[src/lsu_pkg.sv]
// shared widths, access types and bus structs of the load-store unit, imported by every LSU file
package lsu_pkg;

  ////////////////////////////////////////
  // widths
  ////////////////////////////////////////

  // data bus width in bits
  localparam int unsigned DataWidth = 32;
  // byte address width
  localparam int unsigned AddrWidth = 32;
  // one enable per byte lane
  localparam int unsigned BeWidth   = DataWidth / 8;

  ////////////////////////////////////////
  // basic types
  ////////////////////////////////////////

  typedef logic [DataWidth-1:0] lsu_word_t;
  typedef logic [AddrWidth-1:0] lsu_addr_t;
  typedef logic [BeWidth-1:0]   lsu_be_t;

  // access size, encoding 2'b11 is never issued
  typedef enum logic [1:0] {
    LSU_WORD = 2'b00,
    LSU_HALF = 2'b01,
    LSU_BYTE = 2'b10
  } lsu_type_e;

  ////////////////////////////////////////
  // request and bus payloads
  ////////////////////////////////////////

  // held core request, 68 bits
  typedef struct packed {
    logic      we;
    lsu_type_e dtype;
    logic      sign_ext;
    lsu_addr_t addr;
    lsu_word_t wdata;
  } lsu_req_t;

  // bus request payload, addr is always word aligned, 69 bits
  typedef struct packed {
    lsu_addr_t addr;
    logic      we;
    lsu_be_t   be;
    lsu_word_t wdata;
  } mem_req_t;

  // bus response, err only meaningful together with rvalid
  typedef struct packed {
    logic      rvalid;
    logic      err;
    lsu_word_t rdata;
  } mem_rsp_t;

  // load attributes latched at grant for the response that follows
  typedef struct packed {
    logic [1:0] offset;
    lsu_type_e  dtype;
    logic       sign_ext;
    logic       we;
  } rdata_ctrl_t;

endpackage

[src/lsu_req_decode.sv]
// combinational request decoder of the LSU, turns the held core request into the bus payload
module lsu_req_decode (
  input  lsu_pkg::lsu_req_t lsu_req_i,
  input  logic              second_part_i,
  output lsu_pkg::mem_req_t mem_req_o,
  output logic              split_o
);

  import lsu_pkg::*;

  // byte offset inside the addressed word
  logic [1:0] offset;
  lsu_addr_t  word_addr;
  lsu_be_t    be;
  lsu_word_t  wdata_rot;

  assign offset    = lsu_req_i.addr[1:0];
  assign word_addr = {lsu_req_i.addr[AddrWidth-1:2], 2'b00};

  ////////////////////////////////////////
  // split detection
  ////////////////////////////////////////

  // word at any nonzero offset or halfword crossing into the next word
  assign split_o = ((lsu_req_i.dtype == LSU_WORD) && (offset != 2'b00)) ||
                   ((lsu_req_i.dtype == LSU_HALF) && (offset == 2'b11));

  ////////////////////////////////////////
  // byte enables
  ////////////////////////////////////////

  always_comb begin
    be = '0;
    unique case (lsu_req_i.dtype)
      LSU_WORD: begin
        if (!second_part_i) begin
          // lanes from the offset up to the top of the word
          be = lsu_be_t'(4'b1111 << offset);
        end else begin
          // remaining low lanes of the next word
          be = ~lsu_be_t'(4'b1111 << offset);
        end
      end
      LSU_HALF: begin
        if (!second_part_i) begin
          // two lanes, truncated to lane 3 at offset 3
          be = lsu_be_t'(4'b0011 << offset);
        end else begin
          // upper byte lands in lane 0
          be = 4'b0001;
        end
      end
      LSU_BYTE: begin
        be = lsu_be_t'(4'b0001 << offset);
      end
      default: begin
        // unused size encoding, nothing enabled
        be = '0;
      end
    endcase
  end

  ////////////////////////////////////////
  // store data rotation
  ////////////////////////////////////////

  // rotate left by offset bytes so byte 0 of the register sits in lane offset
  always_comb begin
    unique case (offset)
      2'b00:   wdata_rot = lsu_req_i.wdata;
      2'b01:   wdata_rot = {lsu_req_i.wdata[23:0], lsu_req_i.wdata[31:24]};
      2'b10:   wdata_rot = {lsu_req_i.wdata[15:0], lsu_req_i.wdata[31:16]};
      default: wdata_rot = {lsu_req_i.wdata[7:0], lsu_req_i.wdata[31:8]};
    endcase
  end

  ////////////////////////////////////////
  // bus payload
  ////////////////////////////////////////

  always_comb begin
    mem_req_o.we    = lsu_req_i.we;
    mem_req_o.be    = be;
    mem_req_o.wdata = wdata_rot;
    // second part goes to the following word
    if (second_part_i) begin
      mem_req_o.addr = word_addr + lsu_addr_t'(BeWidth);
    end else begin
      mem_req_o.addr = word_addr;
    end
  end

endmodule

[src/lsu_ctrl_fsm.sv]
// transfer sequencer of the LSU, issues one or two bus transfers per request and reports completion
module lsu_ctrl_fsm (
  input  logic              clk_i,
  input  logic              rst_ni,
  input  logic              req_i,
  input  logic              split_i,
  input  logic              we_i,
  input  lsu_pkg::lsu_addr_t mem_addr_i,
  input  lsu_pkg::lsu_addr_t req_addr_i,
  input  logic              data_gnt_i,
  input  lsu_pkg::mem_rsp_t data_rsp_i,
  output logic              data_req_o,
  output logic              grant_o,
  output logic              second_part_o,
  output logic              valid_o,
  output logic              load_err_o,
  output logic              store_err_o,
  output logic              busy_o,
  output lsu_pkg::lsu_addr_t addr_last_o
);

  import lsu_pkg::*;

  // first-part states are only used by split accesses
  typedef enum logic [2:0] {
    IDLE,
    WAIT_GNT_FIRST,
    WAIT_RVALID_FIRST,
    WAIT_GNT,
    WAIT_RVALID
  } lsu_state_e;

  lsu_state_e state_q, state_d;
  logic       second_part_q, second_part_d;
  logic       we_q;
  lsu_addr_t  addr_last_q;

  ////////////////////////////////////////
  // next state
  ////////////////////////////////////////

  always_comb begin
    state_d       = state_q;
    second_part_d = second_part_q;
    data_req_o    = 1'b0;
    valid_o       = 1'b0;

    unique case (state_q)
      IDLE: begin
        if (req_i) begin
          // request goes out in the same cycle as the core request
          data_req_o = 1'b1;
          if (data_gnt_i) begin
            second_part_d = split_i;
            state_d       = split_i ? WAIT_RVALID_FIRST : WAIT_RVALID;
          end else begin
            state_d       = split_i ? WAIT_GNT_FIRST : WAIT_GNT;
          end
        end
      end

      WAIT_GNT_FIRST: begin
        data_req_o = 1'b1;
        if (data_gnt_i) begin
          second_part_d = 1'b1;
          state_d       = WAIT_RVALID_FIRST;
        end
      end

      WAIT_RVALID_FIRST: begin
        if (data_rsp_i.rvalid) begin
          if (data_rsp_i.err) begin
            // abort, the second word is never requested
            valid_o       = 1'b1;
            second_part_d = 1'b0;
            state_d       = IDLE;
          end else begin
            // second part may go out with the first rvalid
            data_req_o = 1'b1;
            state_d    = data_gnt_i ? WAIT_RVALID : WAIT_GNT;
          end
        end
      end

      WAIT_GNT: begin
        data_req_o = 1'b1;
        if (data_gnt_i) begin
          state_d = WAIT_RVALID;
        end
      end

      WAIT_RVALID: begin
        if (data_rsp_i.rvalid) begin
          valid_o       = 1'b1;
          second_part_d = 1'b0;
          state_d       = IDLE;
        end
      end

      default: begin
        state_d = IDLE;
      end
    endcase
  end

  assign grant_o = data_req_o & data_gnt_i;

  ////////////////////////////////////////
  // registers
  ////////////////////////////////////////

  always_ff @(posedge clk_i or negedge rst_ni) begin
    if (!rst_ni) begin
      state_q       <= IDLE;
      second_part_q <= 1'b0;
      we_q          <= 1'b0;
      addr_last_q   <= '0;
    end else begin
      state_q       <= state_d;
      second_part_q <= second_part_d;
      if (grant_o) begin
        we_q <= we_i;
        // first part keeps the byte address, second part the next word
        addr_last_q <= second_part_q ? mem_addr_i : req_addr_i;
      end
    end
  end

  ////////////////////////////////////////
  // outputs
  ////////////////////////////////////////

  assign second_part_o = second_part_q;
  assign addr_last_o   = addr_last_q;

  // error type follows the access that owns the outstanding response
  assign load_err_o  = data_rsp_i.rvalid & data_rsp_i.err & ~we_q;
  assign store_err_o = data_rsp_i.rvalid & data_rsp_i.err & we_q;

  // pending request or response still outstanding
  assign busy_o = (state_q != IDLE) | data_req_o;

endmodule

[src/lsu_rdata_align.sv]
// load data path of the LSU, gathers bytes of one or two response words and extends the result
module lsu_rdata_align (
  input  logic              clk_i,
  input  logic              rst_ni,
  input  logic              grant_i,
  input  logic              second_part_i,
  input  lsu_pkg::lsu_req_t lsu_req_i,
  input  lsu_pkg::mem_rsp_t data_rsp_i,
  output lsu_pkg::lsu_word_t rdata_o
);

  import lsu_pkg::*;

  rdata_ctrl_t ctrl_q;
  // first-part word of a split load
  lsu_word_t   rdata_q;
  lsu_word_t   gathered;
  logic        split;
  logic [2:0]  lane;

  ////////////////////////////////////////
  // captured state
  ////////////////////////////////////////

  // attributes of the granted access, read when its response returns
  always_ff @(posedge clk_i or negedge rst_ni) begin
    if (!rst_ni) begin
      ctrl_q <= '0;
    end else if (grant_i) begin
      ctrl_q.offset   <= lsu_req_i.addr[1:0];
      ctrl_q.dtype    <= lsu_req_i.dtype;
      ctrl_q.sign_ext <= lsu_req_i.sign_ext;
      ctrl_q.we       <= lsu_req_i.we;
    end
  end

  // also written on the final rvalid, after which the word is no longer read
  always_ff @(posedge clk_i) begin
    if (data_rsp_i.rvalid && second_part_i && !ctrl_q.we) begin
      rdata_q <= data_rsp_i.rdata;
    end
  end

  ////////////////////////////////////////
  // byte gathering
  ////////////////////////////////////////

  // split accesses start in the held word and spill into the new one
  assign split = ((ctrl_q.dtype == LSU_WORD) && (ctrl_q.offset != 2'b00)) ||
                 ((ctrl_q.dtype == LSU_HALF) && (ctrl_q.offset == 2'b11));

  always_comb begin
    gathered = '0;
    lane     = '0;
    for (int i = 0; i < BeWidth; i++) begin
      lane = {1'b0, ctrl_q.offset} + 3'(i);
      if (lane[2] || !split) begin
        gathered[8*i +: 8] = data_rsp_i.rdata[8*lane[1:0] +: 8];
      end else begin
        gathered[8*i +: 8] = rdata_q[8*lane[1:0] +: 8];
      end
    end
  end

  ////////////////////////////////////////
  // extension
  ////////////////////////////////////////

  always_comb begin
    unique case (ctrl_q.dtype)
      LSU_HALF: begin
        rdata_o = {{16{ctrl_q.sign_ext & gathered[15]}}, gathered[15:0]};
      end
      LSU_BYTE: begin
        rdata_o = {{24{ctrl_q.sign_ext & gathered[7]}}, gathered[7:0]};
      end
      default: begin
        rdata_o = gathered;
      end
    endcase
  end

endmodule

[src/lsu_top.sv]
// load-store unit top level, connects request decoder, transfer sequencer and load aligner
module lsu_top (
  input  logic               clk_i,
  input  logic               rst_ni,

  // core side
  input  logic               req_i,
  input  lsu_pkg::lsu_req_t  lsu_req_i,
  output logic               valid_o,
  output lsu_pkg::lsu_word_t rdata_o,
  output logic               load_err_o,
  output logic               store_err_o,
  output logic               busy_o,
  output lsu_pkg::lsu_addr_t addr_last_o,

  // data bus side
  output logic               data_req_o,
  output lsu_pkg::mem_req_t  data_o,
  input  logic               data_gnt_i,
  input  lsu_pkg::mem_rsp_t  data_i
);

  // access needs two transfers
  logic split;
  // high from the cycle after the first grant of a split access
  logic second_part;
  // request and grant in the same cycle
  logic grant;

  ////////////////////////////////////////
  // request decode
  ////////////////////////////////////////

  lsu_req_decode u_req_decode (
    .lsu_req_i     (lsu_req_i),
    .second_part_i (second_part),
    .mem_req_o     (data_o),
    .split_o       (split)
  );

  ////////////////////////////////////////
  // transfer sequencing
  ////////////////////////////////////////

  lsu_ctrl_fsm u_ctrl_fsm (
    .clk_i         (clk_i),
    .rst_ni        (rst_ni),
    .req_i         (req_i),
    .split_i       (split),
    .we_i          (lsu_req_i.we),
    .mem_addr_i    (data_o.addr),
    .req_addr_i    (lsu_req_i.addr),
    .data_gnt_i    (data_gnt_i),
    .data_rsp_i    (data_i),
    .data_req_o    (data_req_o),
    .grant_o       (grant),
    .second_part_o (second_part),
    .valid_o       (valid_o),
    .load_err_o    (load_err_o),
    .store_err_o   (store_err_o),
    .busy_o        (busy_o),
    .addr_last_o   (addr_last_o)
  );

  ////////////////////////////////////////
  // load data alignment
  ////////////////////////////////////////

  lsu_rdata_align u_rdata_align (
    .clk_i         (clk_i),
    .rst_ni        (rst_ni),
    .grant_i       (grant),
    .second_part_i (second_part),
    .lsu_req_i     (lsu_req_i),
    .data_rsp_i    (data_i),
    .rdata_o       (rdata_o)
  );

endmodule

[config.mk]
export PLATFORM = sky130hd
export DESIGN_NAME = lsu_top
export DESIGN_NICKNAME = d
export VERILOG_FILES = /design/src/lsu_pkg.sv /design/src/lsu_req_decode.sv /design/src/lsu_ctrl_fsm.sv /design/src/lsu_rdata_align.sv /design/src/lsu_top.sv
export SDC_FILE = /design/constraint.sdc
export NUM_CORES = 1
export LEC_CHECK = 0
export BUFFER_PORTS_ARGS = -buffer_cell sky130_fd_sc_hd__buf_4
export CORE_MARGIN = 2
export CORE_UTILIZATION = 45
export DETAILED_ROUTE_END_ITERATION = 6
export GPL_ROUTABILITY_DRIVEN = 0
export PLACE_DENSITY = 0.77
export SYNTH_ARGS = -nofsm -noshare
export SYNTH_HDL_FRONTEND = slang
export SYNTH_SLANG_ARGS = --single-unit
export TNS_END_PERCENT = 10
[constraint.sdc]
create_clock -name clk_i -period 3.8 [get_ports clk_i]
set_clock_uncertainty 0.2 [all_clocks]
set_input_delay 0.76 -clock clk_i [delete_from_list [all_inputs] [get_ports clk_i]]
set_output_delay 0.76 -clock clk_i [all_outputs]
set_load 0.02 [all_outputs]
==> metrics <==
Crit path largest cell delay=approximately 540 ps; CP required=between 2000 and 3000 ps; Synth Warn #=0; period utilisation layout=0.955; GRT Overall Usage=0.256; final wirelength=a little under 20 mm; Initial DRT Pass Iterations=7; placed cell area=8340 um2; Post-Syn Area=between 6000 and 7000 um2; # rows=43; cell family with the largest share of critical-path delay=multiplexers; H-tree depth=3; critical path class=reg2out; FF+latch count, synth=74; DR DRC count=3; CTS root buf=clkbuf_16; Ant. Diodes=0; Core ar.=13900 um2; leading cell types in the layout, fill and taps excluded=258 x buf_4, 71 x mux2i_1, 65 x nand2_1, 44 x inv_1, 41 x dfrtp_1; Setup Viol. Count Final=0; hold crit path type=in2async; max_slew headroom=0.543; Clk Latency, worst-skew pair=between 300 and 400 ps; count of cells resized by post-cts repair=0; worst-path cell chain=inv_1, ha_1, and3_1, buf_4, mux4_2, mux2i_1, o21ai_0, buf_4; maximum vdd drop=~0.46 mV; Worst EP arrival=2670 ps; Overflow after GRT=0; critical path's most frequent cell=buf_4; clock buffer count from CTS=9; worst-path fanout max=15; share of cells above drive strength 1=0.442; Distinct cells, synth=53; post-route ant nets=0; ys flop type=dfrtp_1; Die Y-Extent=123 um; Vias/cell=6.00; Clock Path Buffers=2; RSZ-0062 raised after global routing=no; Slowest cell on crit path=mux4_2; IO buf count=241; Post-DP HPWL=around 14 mm; crit path buf inv count=3; leakage power=3.90 nW; violated checks=DRC; setup bufs post-CTS=0; wire per inst=19.0 um; die width=123 um; DP Worst Slack=398 ps; number of synthesized flops with an enable pin=32; DR iter-0 viols=616; minimum clock period=3630 ps; final hold vios=0; slack of the critical path=173 ps; Reg clk slew, reported paths=about 60 ps; initial antenna violation count=0; TritonCTS clock tree=done; Post-synth ARST share=0.568; Slew @ Worst Pin=about 700 ps; Synth-to-Final Area Change=35.7%; Fin Setup TNS=0 ps; vias post-DR=6070; status=finished with violations; largest net degree at the start of global routing=43; Avg Synthesized Cell Area=10.6 um2; vias in the first global route=5972; max-cap violation count=0; power per cell area=783 nW/um2; Initial Util=0.459; TritonCTS Sinks=between 70 and 80; Worst setup EP type=primary output; most common cell after layout, fill and taps aside=buf_4; final net count=947; global-route wire length before repair=30.3 mm; fmax=276 MHz; critical path launch point type=flop; Design Area, Final=8650 um2; Overall Power=0.00677 W; Die Footprint=15100 um2; cells after synthesis=~600; sequential share of the synthesized area=0.316; fin. max-slew vios=0; number of top-level pins=244; hold_buf cts=0
power breakdown:
| part | internal, W | switching (W) | leakage [nW] | total, W |
|---|---|---|---|---|
| Clock | 0.000548 | 0.000357 | 0.153 | 0.000905 |
| Sequential | 0.00114 | 0.000230 | 0.793 | 0.00137 |
| Combinational | 0.00200 | 0.00250 | 2.96 | 0.00449 |
| Total | 0.00369 | 0.00308 | 3.90 | 0.00677 |
flip-flops by register name (all words and copies together), names as in the netlist:
| name | count |
|---|---|
| u_ctrl_fsm.addr_last_o | 32 |
| u_rdata_align.rdata_q | 32 |
| u_rdata_align.ctrl_q | 5 |
| u_ctrl_fsm.state_q | 3 |
| u_ctrl_fsm.second_part_o | 1 |
| u_ctrl_fsm.we_q | 1 |
kinds of logic after synthesis:
group / Yosys count / synth area share
xor gates and xnor gates: 31 / 0.0461
AOI/OAI and AO/OA: 87 / 0.101
adders and majority gates: 16 / 0.0310
and+or+nand+nor: 151 / 0.126
buffers and inverters: 92 / 0.0600
DFF: 74 / 0.316
other: 1 / 0.000588
muxes: 151 / 0.320
worst reg2reg max path, delay by kind of cell (launching register included):
kind	cells	cell delay, ps
simple gates	2	720
flops	1	580
buf+inv	1	450
mux	1	400
compound gates	1	140
final timing paths:
check                                                start                    endpoint  slack, ps  cells after the start
worst max-delay path               u_rdata_align.ctrl_q[4]                 rdata_o[25]        170                      8
worst min-delay path                                rst_ni  u_ctrl_fsm.addr_last_o[19]        200                      1
worst max register to register       u_ctrl_fsm.state_q[1]   u_ctrl_fsm.addr_last_o[9]       1200                      5
worst min register to register  u_ctrl_fsm.addr_last_o[26]  u_ctrl_fsm.addr_last_o[26]        300                      1
max in group asynchronous                           rst_ni     u_rdata_align.ctrl_q[4]       2770                      1
min in group clk_i              u_ctrl_fsm.addr_last_o[26]  u_ctrl_fsm.addr_last_o[26]        300                      1
routing by layer:
metal / track usage / wire length [um]
met5: 0 / 0
met4: 0.0959 / 531
met3: 0.0595 / 1380
met2: 0.430 / 9860
met1: 0.321 / 7440
synth_stat cells, types with 2 or more instances:
cell | count | share of area
buf_1 | 2 | 0.0012
xnor2_1 | 21 | 0.029
and3_1 | 6 | 0.0059
nor2b_1 | 5 | 0.0049
nor3_1 | 6 | 0.0047
a211oi_1 | 2 | 0.0024
a21oi_1 | 14 | 0.011
clkbuf_1 | 29 | 0.017
nand3_1 | 19 | 0.015
a31oi_1 | 2 | 0.0020
and4_1 | 4 | 0.0055
buf_2 | 9 | 0.0071
mux2_2 | 36 | 0.064
inv_1 | 44 | 0.026
ha_1 | 15 | 0.029
mux2i_1 | 71 | 0.11
nand4_1 | 14 | 0.014
a222oi_1 | 32 | 0.050
edfxtp_1 | 32 | 0.15
nand2_1 | 65 | 0.038
nand2b_1 | 4 | 0.0039
xor2_1 | 7 | 0.0096
o21ai_0 | 27 | 0.021
nand4_2 | 2 | 0.0039
mux4_2 | 38 | 0.13
buf_4 | 7 | 0.0082
xnor2_2 | 3 | 0.0077
dfrtp_1 | 42 | 0.16
nor2_1 | 15 | 0.0088
nor4_4 | 2 | 0.0067
mux2_1 | 6 | 0.011
area by class of cell:
| cell class | instances | area (um2) |
|---|---|---|
| repair buffers | 258 | 1940 |
| fillers | 1147 | 5230 |
| multi-input cells | 438 | 3990 |
| inverters | 45 | 169 |
| clock inverters | 5 | 58.8 |
| well taps | 180 | 225 |
| clock buffers | 11 | 253 |
| flip-flops and latches | 74 | 2010 |
through the flow:
step           utilization  hold WS, ps  std cells
2_1_floorplan            -          264        604
3_3_place_gp         0.601          280        995
3_5_place_dp         0.601          291        995
4_1_cts              0.623          213       1011
5_1_grt              0.623          245       1011
6_report             0.623          202       1011
(Power assumes the default switching activity.)
